File: config.mk
export PLATFORM = sky130hd
export DESIGN_NAME = memtest_top
export DESIGN_NICKNAME = d
export VERILOG_FILES = /design/src/design/memtest_pkg.sv /design/src/design/gap_timer.sv /design/src/design/pattern_gen.sv /design/src/design/readback_checker.sv /design/src/design/memtest_fsm.sv /design/src/design/memtest_top.sv
export VERILOG_INCLUDE_DIRS = /design/src /design/src/design
export SDC_FILE = /design/constraint.sdc
export NUM_CORES = 1
export LEC_CHECK = 0
export ABC_AREA = 1
export BUFFER_PORTS_ARGS = -buffer_cell sky130_fd_sc_hd__buf_2
export CORE_AREA = 2 2 225 227
export CTS_CLUSTER_SIZE = 16
export DETAILED_ROUTE_END_ITERATION = 16
export DIE_AREA = 0 0 227 229
export GPL_ROUTABILITY_DRIVEN = 0
export PLACE_DENSITY_LB_ADDON = 0.1
export SETUP_SLACK_MARGIN = 0.4
export SLEW_MARGIN = 30
export SYNTH_ARGS = -nofsm -noshare
export SYNTH_HDL_FRONTEND = slang
export SYNTH_SLANG_ARGS = --single-unit
File: constraint.sdc
create_clock -name clk -period 8.3 [get_ports clk]
set_input_delay 1.66 -clock clk [delete_from_list [all_inputs] [get_ports clk]]
set_output_delay 1.66 -clock clk [all_outputs]
set_load 0.05 [all_outputs]
File: src/design/memtest_consts.svh
`ifndef MEMTEST_CONSTS_SVH
`define MEMTEST_CONSTS_SVH

// Memory line and address widths
`define MEMTEST_DATA_W 256
`define MEMTEST_ADDR_W 28

// Lines written and read back in one pass
`define MEMTEST_LINES 16

// Address step between consecutive lines
`define MEMTEST_STRIDE 8

// Idle cycles between two memory commands
`define MEMTEST_GAP 2

`endif

File: src/design/memtest_pkg.sv
`default_nettype none
`include "memtest_consts.svh"

package memtest_pkg;

	// One memory line, its address and its position in a pass
	typedef logic [`MEMTEST_DATA_W-1:0] line_t;
	typedef logic [`MEMTEST_ADDR_W-1:0] mem_addr_t;
	typedef logic [$clog2(`MEMTEST_LINES)-1:0] line_idx_t;

	// Gap states remember which command comes next
	typedef enum logic [2:0] {
		IDLE,
		WRITE,
		READ,
		WAIT_GAP_WR,
		WAIT_GAP_RD,
		PASS_END
	} memtest_state_t;

	// Base words, picked by line index mod 4
	localparam logic [31:0] PATTERN_SEEDS [4] = '{
		32'hA5A5_0000,
		32'h3C3C_1000,
		32'h0F0F_2000,
		32'h5A5A_3000
	};

endpackage

`default_nettype wire

File: src/design/gap_timer.sv
`timescale 1ns/1ps
`default_nettype none
`include "memtest_consts.svh"

module gap_timer #(
	parameter int GAP_CYCLES = `MEMTEST_GAP
)
(
	input  logic clk,
	input  logic rst,
	input  logic timer_start,
	output logic gap_done
);

	localparam int CNT_W = $clog2(GAP_CYCLES + 1);

	logic [CNT_W-1:0] cnt;
	logic             busy;

	// Last counted cycle of the gap
	assign gap_done = busy && (cnt == '0);

	always_ff @(posedge clk)
	begin
		if (rst)
		begin
			cnt  <= '0;
			busy <= 1'b0;
		end
		else if (timer_start)
		begin
			cnt  <= CNT_W'(GAP_CYCLES - 1);
			busy <= 1'b1;
		end
		else if (busy)
		begin
			if (cnt == '0)
				busy <= 1'b0;
			else
				cnt <= cnt - 1'b1;
		end
	end

endmodule

`default_nettype wire

File: src/design/pattern_gen.sv
`timescale 1ns/1ps
`default_nettype none
`include "memtest_consts.svh"

module pattern_gen
(
	input  memtest_pkg::line_idx_t line_idx,
	output memtest_pkg::line_t     pattern
);

	localparam int WORDS = `MEMTEST_DATA_W / 32;

	logic [31:0] seed;
	logic [31:0] line_base;

	////////////////////////////////////////////////////////////
	// Expected line contents
	////////////////////////////////////////////////////////////

	// Seed repeats every four lines
	assign seed = memtest_pkg::PATTERN_SEEDS[line_idx[1:0]];

	// Line index lands in bits 8 and up of each word
	assign line_base = 32'(line_idx) << 8;

	always_comb
	begin
		pattern = '0;
		for (int j = 0; j < WORDS; j++)
		begin
			// Word 0 in the low bits, wraps mod 2^32
			pattern[j*32 +: 32] = seed + line_base + 32'(j);
		end
	end

endmodule

`default_nettype wire

File: src/design/readback_checker.sv
`timescale 1ns/1ps
`default_nettype none

module readback_checker
(
	input  logic                  clk,
	input  logic                  rst,
	input  logic                  read_done,
	input  memtest_pkg::line_t     rdata,
	input  memtest_pkg::line_t     expected,
	input  memtest_pkg::mem_addr_t addr,
	output logic                  error,
	output memtest_pkg::mem_addr_t fail_addr
);

	logic mismatch;

	// Only meaningful in the cycle a read completes
	assign mismatch = read_done && (rdata != expected);

	always_ff @(posedge clk)
	begin
		if (rst)
		begin
			error     <= 1'b0;
			fail_addr <= '0;
		end
		else if (mismatch && !error)
		begin
			// First failure wins, later ones are dropped
			error     <= 1'b1;
			fail_addr <= addr;
		end
	end

endmodule

`default_nettype wire

File: src/design/memtest_fsm.sv
`timescale 1ns/1ps
`default_nettype none
`include "memtest_consts.svh"

module memtest_fsm
(
	input  logic                  clk,
	input  logic                  rst,
	input  logic                  run,
	input  logic                  mem_ready,
	input  logic                  gap_done,
	output logic                  timer_start,
	output logic                  mem_valid,
	output logic                  mem_rw,
	output memtest_pkg::line_idx_t line_idx,
	output logic                  read_done,
	output logic                  pass_done
);

	localparam memtest_pkg::line_idx_t LAST_LINE =
		memtest_pkg::line_idx_t'(`MEMTEST_LINES - 1);

	memtest_pkg::memtest_state_t state;
	logic                        run_q;
	logic                        cmd_done;

	// Command completes when the memory answers a valid
	assign mem_valid   = (state == memtest_pkg::WRITE) || (state == memtest_pkg::READ);
	assign mem_rw      = (state == memtest_pkg::WRITE);
	assign cmd_done    = mem_valid && mem_ready;
	assign timer_start = cmd_done;
	assign read_done   = (state == memtest_pkg::READ) && mem_ready;
	assign pass_done   = (state == memtest_pkg::PASS_END);

	////////////////////////////////////////////////////////////
	// Pass sequencing
	////////////////////////////////////////////////////////////

	always_ff @(posedge clk)
	begin
		if (rst)
		begin
			state    <= memtest_pkg::IDLE;
			line_idx <= '0;
			run_q    <= 1'b0;
		end
		else
		begin
			run_q <= run;
			case (state)
				memtest_pkg::IDLE:
				begin
					line_idx <= '0;
					// Start one edge after run is first seen
					if (run_q)
						state <= memtest_pkg::WRITE;
				end
				memtest_pkg::WRITE:
				begin
					if (mem_ready)
					begin
						if (line_idx == LAST_LINE)
						begin
							line_idx <= '0;
							state    <= memtest_pkg::WAIT_GAP_RD;
						end
						else
						begin
							line_idx <= line_idx + 1'b1;
							state    <= memtest_pkg::WAIT_GAP_WR;
						end
					end
				end
				memtest_pkg::READ:
				begin
					if (mem_ready)
					begin
						if (line_idx == LAST_LINE)
						begin
							line_idx <= '0;
							state    <= memtest_pkg::PASS_END;
						end
						else
						begin
							line_idx <= line_idx + 1'b1;
							state    <= memtest_pkg::WAIT_GAP_RD;
						end
					end
				end
				memtest_pkg::WAIT_GAP_WR:
				begin
					if (gap_done)
						state <= memtest_pkg::WRITE;
				end
				memtest_pkg::WAIT_GAP_RD:
				begin
					if (gap_done)
						state <= memtest_pkg::READ;
				end
				memtest_pkg::PASS_END:
				begin
					// Gap after the last read is already running
					if (!run)
						state <= memtest_pkg::IDLE;
					else if (gap_done)
						state <= memtest_pkg::WRITE;
					else
						state <= memtest_pkg::WAIT_GAP_WR;
				end
				default:
					state <= memtest_pkg::IDLE;
			endcase
		end
	end

endmodule

`default_nettype wire

File: src/design/memtest_top.sv
`timescale 1ns/1ps
`default_nettype none
`include "memtest_consts.svh"

module memtest_top
(
	input  logic                  clk,
	input  logic                  rst,
	input  logic                  run,
	input  logic                  mem_ready,
	input  memtest_pkg::line_t     mem_rdata,
	output logic                  mem_valid,
	output logic                  mem_rw,
	output memtest_pkg::mem_addr_t mem_addr,
	output memtest_pkg::line_t     mem_wdata,
	output logic                  pass_done,
	output logic                  error,
	output memtest_pkg::mem_addr_t fail_addr
);

	logic                   timer_start;
	logic                   gap_done;
	logic                   read_done;
	memtest_pkg::line_idx_t line_idx;
	memtest_pkg::line_t     pattern;

	// Line i sits at i * stride
	assign mem_addr  = memtest_pkg::mem_addr_t'(line_idx) *
		memtest_pkg::mem_addr_t'(`MEMTEST_STRIDE);
	assign mem_wdata = pattern;

	////////////////////////////////////////////////////////////
	// Sequencer and gap timer
	////////////////////////////////////////////////////////////

	memtest_fsm u_memtest_fsm (
		.clk         (clk),
		.rst         (rst),
		.run         (run),
		.mem_ready   (mem_ready),
		.gap_done    (gap_done),
		.timer_start (timer_start),
		.mem_valid   (mem_valid),
		.mem_rw      (mem_rw),
		.line_idx    (line_idx),
		.read_done   (read_done),
		.pass_done   (pass_done)
	);

	gap_timer #(
		.GAP_CYCLES (`MEMTEST_GAP)
	) u_gap_timer (
		.clk         (clk),
		.rst         (rst),
		.timer_start (timer_start),
		.gap_done    (gap_done)
	);

	////////////////////////////////////////////////////////////
	// Data pattern and readback check
	////////////////////////////////////////////////////////////

	pattern_gen u_pattern_gen (
		.line_idx (line_idx),
		.pattern  (pattern)
	);

	// Same pattern serves as write data and reference
	readback_checker u_readback_checker (
		.clk       (clk),
		.rst       (rst),
		.read_done (read_done),
		.rdata     (mem_rdata),
		.expected  (pattern),
		.addr      (mem_addr),
		.error     (error),
		.fail_addr (fail_addr)
	);

endmodule

`default_nettype wire

==> summary.md <==
| Metric | Value |
|---|---|
| Psw | `approximately 0.0014 W` |
| Initial DRT Pass Iterations | `4` |
| Worst R2R Start | `u_memtest_fsm.line_idx[1]` |
| Metal1 wirelength | `10430 um` |
| Root buf cell | `clkbuf_16` |
| Initial antenna violation count | `4` |
| R2r setup slk | `approximately 4.6 ns` |
| DRC | `0` |
| CP Class | `reg2out` |
| Max-slew violations | `0` |
| Clock skew | `about 0.0012 ns` |
| Synth Flop Type | `dfxtp_1` |
| Reg-to-Reg End | `u_readback_checker.error` |
| Post-synth EDFFs | `0` |
| Core box area | `0.04966 mm2` |
| Post-synth top area cell | `buf_4` |
| Fillcell total | `a little under 6000` |
| Cts bufs inserted | `3` |
| RSZ-0062 raised after global routing | `false` |
| FF-to-FF path depth | `16` |
| Fin. Hold Viols | `0` |
| DRT iter0 DRCs | `181` |
| Actual slew at the worst max-slew pin | `0.9223 ns` |
| Net count, final | `1500` |
| Die footprint | `between 0.05 and 0.06 mm2` |
| Post-CTS Setup Inserts | `0` |
| CP Launch Point | `u_memtest_fsm.line_idx[1]` |
| Status | `finished clean` |
| Peak supply drop | `0.0002128 V` |
| Top-count cell post-synth | `buf_4` |
| Crit start category | `flip-flop` |
| Share of cells above drive strength 1 | `38.38%` |
| Post-synthesis async set-or-reset flop share | `0%` |
| Clock latency on the worst-skew pair | `between 0.2 and 0.3 ns` |
| CP required | `6.64 ns` |
| Hold Slack | `0.4627 ns` |
| CTS Buffer Depth | `2` |
| Crit end category | `output port` |
| Highest Signal Layer | `met5` |
| Row cnt | `82` |
| Dpl hpwl | `approximately 22000 um` |
| Vias per cell | `~3.0` |
| Pin count of the biggest net entering global routing | `71` |
| Die Span Y | `between 200 and 250 um` |
| TNS Setup | `0 ns` |
| Crit path DAT | `3.18 ns` |
| Clock power frac | `under 10%` |
| Wire length of the first global-routing pass | `around 34000 um` |
| Wirelength per Cell | `13.33 um` |
| Post-synthesis sequential area ratio | `under 10%` |
| Synth cell count leaders | `buf_4 (300), nand2_1 (239), nor2_1 (128)` |
| Logic pwr share | `between 80 and 90%` |
| # port buffers | `around 450` |
| All-Layer GR Usage | `under 10%` |
| Initial Utilization | `a little under an eighth` |
| Synth cell types | `36` |
| Peak fanout along the critical path | `70` |
| Pleak | `about 4.0 nW` |
| CTS tree | `done` |
| Hold Buf Count CTS | `0` |
| #FFs+latches synth | `16` |
| Clock transition at the registers of the reported paths | `0.05 ns` |
| Syn Inst Count | `approximately 970` |
| Worst min-delay path category | `reg2reg` |
| H-tree levels | `1` |
| Achievable frequency | `between 0.2 and 0.25 GHz` |
| Vias in the first global route | `~5200` |
| Sw Share | `74.81%` |
| Die width | `approximately 230 um` |
| Int Pwr | `0.0004837 W` |
| Register share of total power | `around 5%` |
| Post-synth top area share | `39.60%` |
| Ys Warns | `0` |
| Slew HR | `approximately two fifths` |
| Final Critical Period | `approximately 4.8 ns` |
| Met2 WL post-DR | `12560 um` |
| Mapped cell area | `0.005687 mm2` |
| MaxCap Viol Count | `0` |
| Largest cells by area after synthesis | `buf_4 (40%), nand2_1 (16%), nor2_1 (8.4%), xnor2_1 (6.5%), inv_1 (5.9%)` |
| IO Count | `576` |
| Total Wirelength | `between 20000 and 30000 um` |
| GRT overflow | `0` |
| Power per cell area | `around 280 mW/mm2` |
| Syn Area/Cell | `around 5.9 um2` |
| Post-CTS sizing | `0` |
| Metal3 WL | `2352 um` |
| Area Overhead vs Synth | `22.18%` |
| Critical Path Sink | `mem_wdata[120]` |
| Vias after detailed routing | `approximately 5700` |
| Clock Sinks | `16` |
| # setup viols final | `0` |
| Tcrit/Tclk final | `about 58%` |
| Detail Route Antenna Nets | `0` |
[state kept, by name, indices dropped and copies added, names as in the netlist]
register and flops:
u_gap_timer.cnt 2, u_gap_timer.busy 1, u_memtest_fsm.state 3, u_memtest_fsm.line_idx 4, u_readback_checker.fail_addr 4, u_memtest_fsm.run_q 1, u_readback_checker.error 1
[cell type report]
type                       instances  area, um2  area share [%]
multi-input combinational        668       3048           43.87
inverter                          94      360.3           5.186
clock buffer                       4      88.84           1.279
sequential                        16      325.3           4.682
antenna                            1      2.502         0.03602
timing repair buffer             453       2282           32.85
tap                              672      840.8           12.10
[routing by layer]
metal	up-vias	track usage, %
met4	8	0.2042
met1	2397	10.38
met5	-	0
met2	269	16.67
li1	3041	-
met3	12	2.335
[worst max-delay path: stages (launching register included)]
cell and delay (ns):
dfxtp_4 0.33, buf_4 0.36, inv_4 0.40, ha_2 0.25, buf_4 0.48, inv_6 0.20
nand2_1 0.49, buf_2 0.37
[cells by family (layout without fill, tap and decap cells)]
group	after synthesis	in the layout	synth area share, %
simple gates	438	438	31.84
buf+inv	410	551	49.18
xor+xnor	51	51	7.855
compound gates	47	47	4.489
flops	16	16	5.633
fa+ha+maj	4	4	0.8801
other cells	2	129	0.1321
[power by group through the flow]
stage | sequential [W] | combinational (W) | clock (W)
floorplan | 0.000133 | 0.00168 | 0
global placement | 0.0000985 | 0.00175 | 0
detailed placement | 0.0000984 | 0.00175 | 0
CTS | 0.0000970 | 0.00175 | 0.000110
global route | 0.0000984 | 0.00183 | 0.000114
finish | 0.0000969 | 0.00172 | 0.000108
[metrics by stage]
| stage | util [%] | area, um2 | total power [W] | cells | worst slack [ns] |
|---|---|---|---|---|---|
| 6_report | 13.99 | 6948 | 0.001921 | 1908 | 3.462 |
| 5_1_grt | 13.99 | 6945 | 0.002040 | 1907 | 3.072 |
| 4_1_cts | 13.99 | 6945 | 0.001958 | 1907 | 3.223 |
| 3_5_place_dp | 13.81 | 6857 | 0.001847 | 1903 | 3.496 |
| 3_3_place_gp | 13.81 | 6857 | 0.001852 | 1903 | 3.588 |
| 2_1_floorplan | - | 6160 | 0.001814 | 1094 | 3.212 |
[placed cells by master (no fill, tap or decap), drive strengths merged]
master     n
nand3b    11
nor3      10
nand3     28
nor2     132
buf      453
inv       94
o211ai     2
and2       3
xnor2     42
conb     128
dfxtp     16
clkbuf     4
nand4     14
ha         4
a21oi     16
a2111oi    1
nand2    240
o22ai      1
a211oi     1
o21ai     26
diode      1
xor2       9
[worst min path at each step]
stage	slack, ns	depth (start not counted)	endpoint	start
final	0.46	2	u_gap_timer.cnt[0]	u_gap_timer.cnt[0]
after detailed placement	0.46	2	u_gap_timer.cnt[0]	u_gap_timer.cnt[0]
after CTS	0.47	2	u_gap_timer.cnt[0]	u_gap_timer.cnt[0]
after global routing	0.50	2	u_gap_timer.cnt[0]	u_gap_timer.cnt[0]
after global placement	0.45	2	u_gap_timer.cnt[0]	u_gap_timer.cnt[0]
after floorplan	0.44	2	u_gap_timer.cnt[0]	u_gap_timer.cnt[0]
Power figures use the tool's default switching activity.
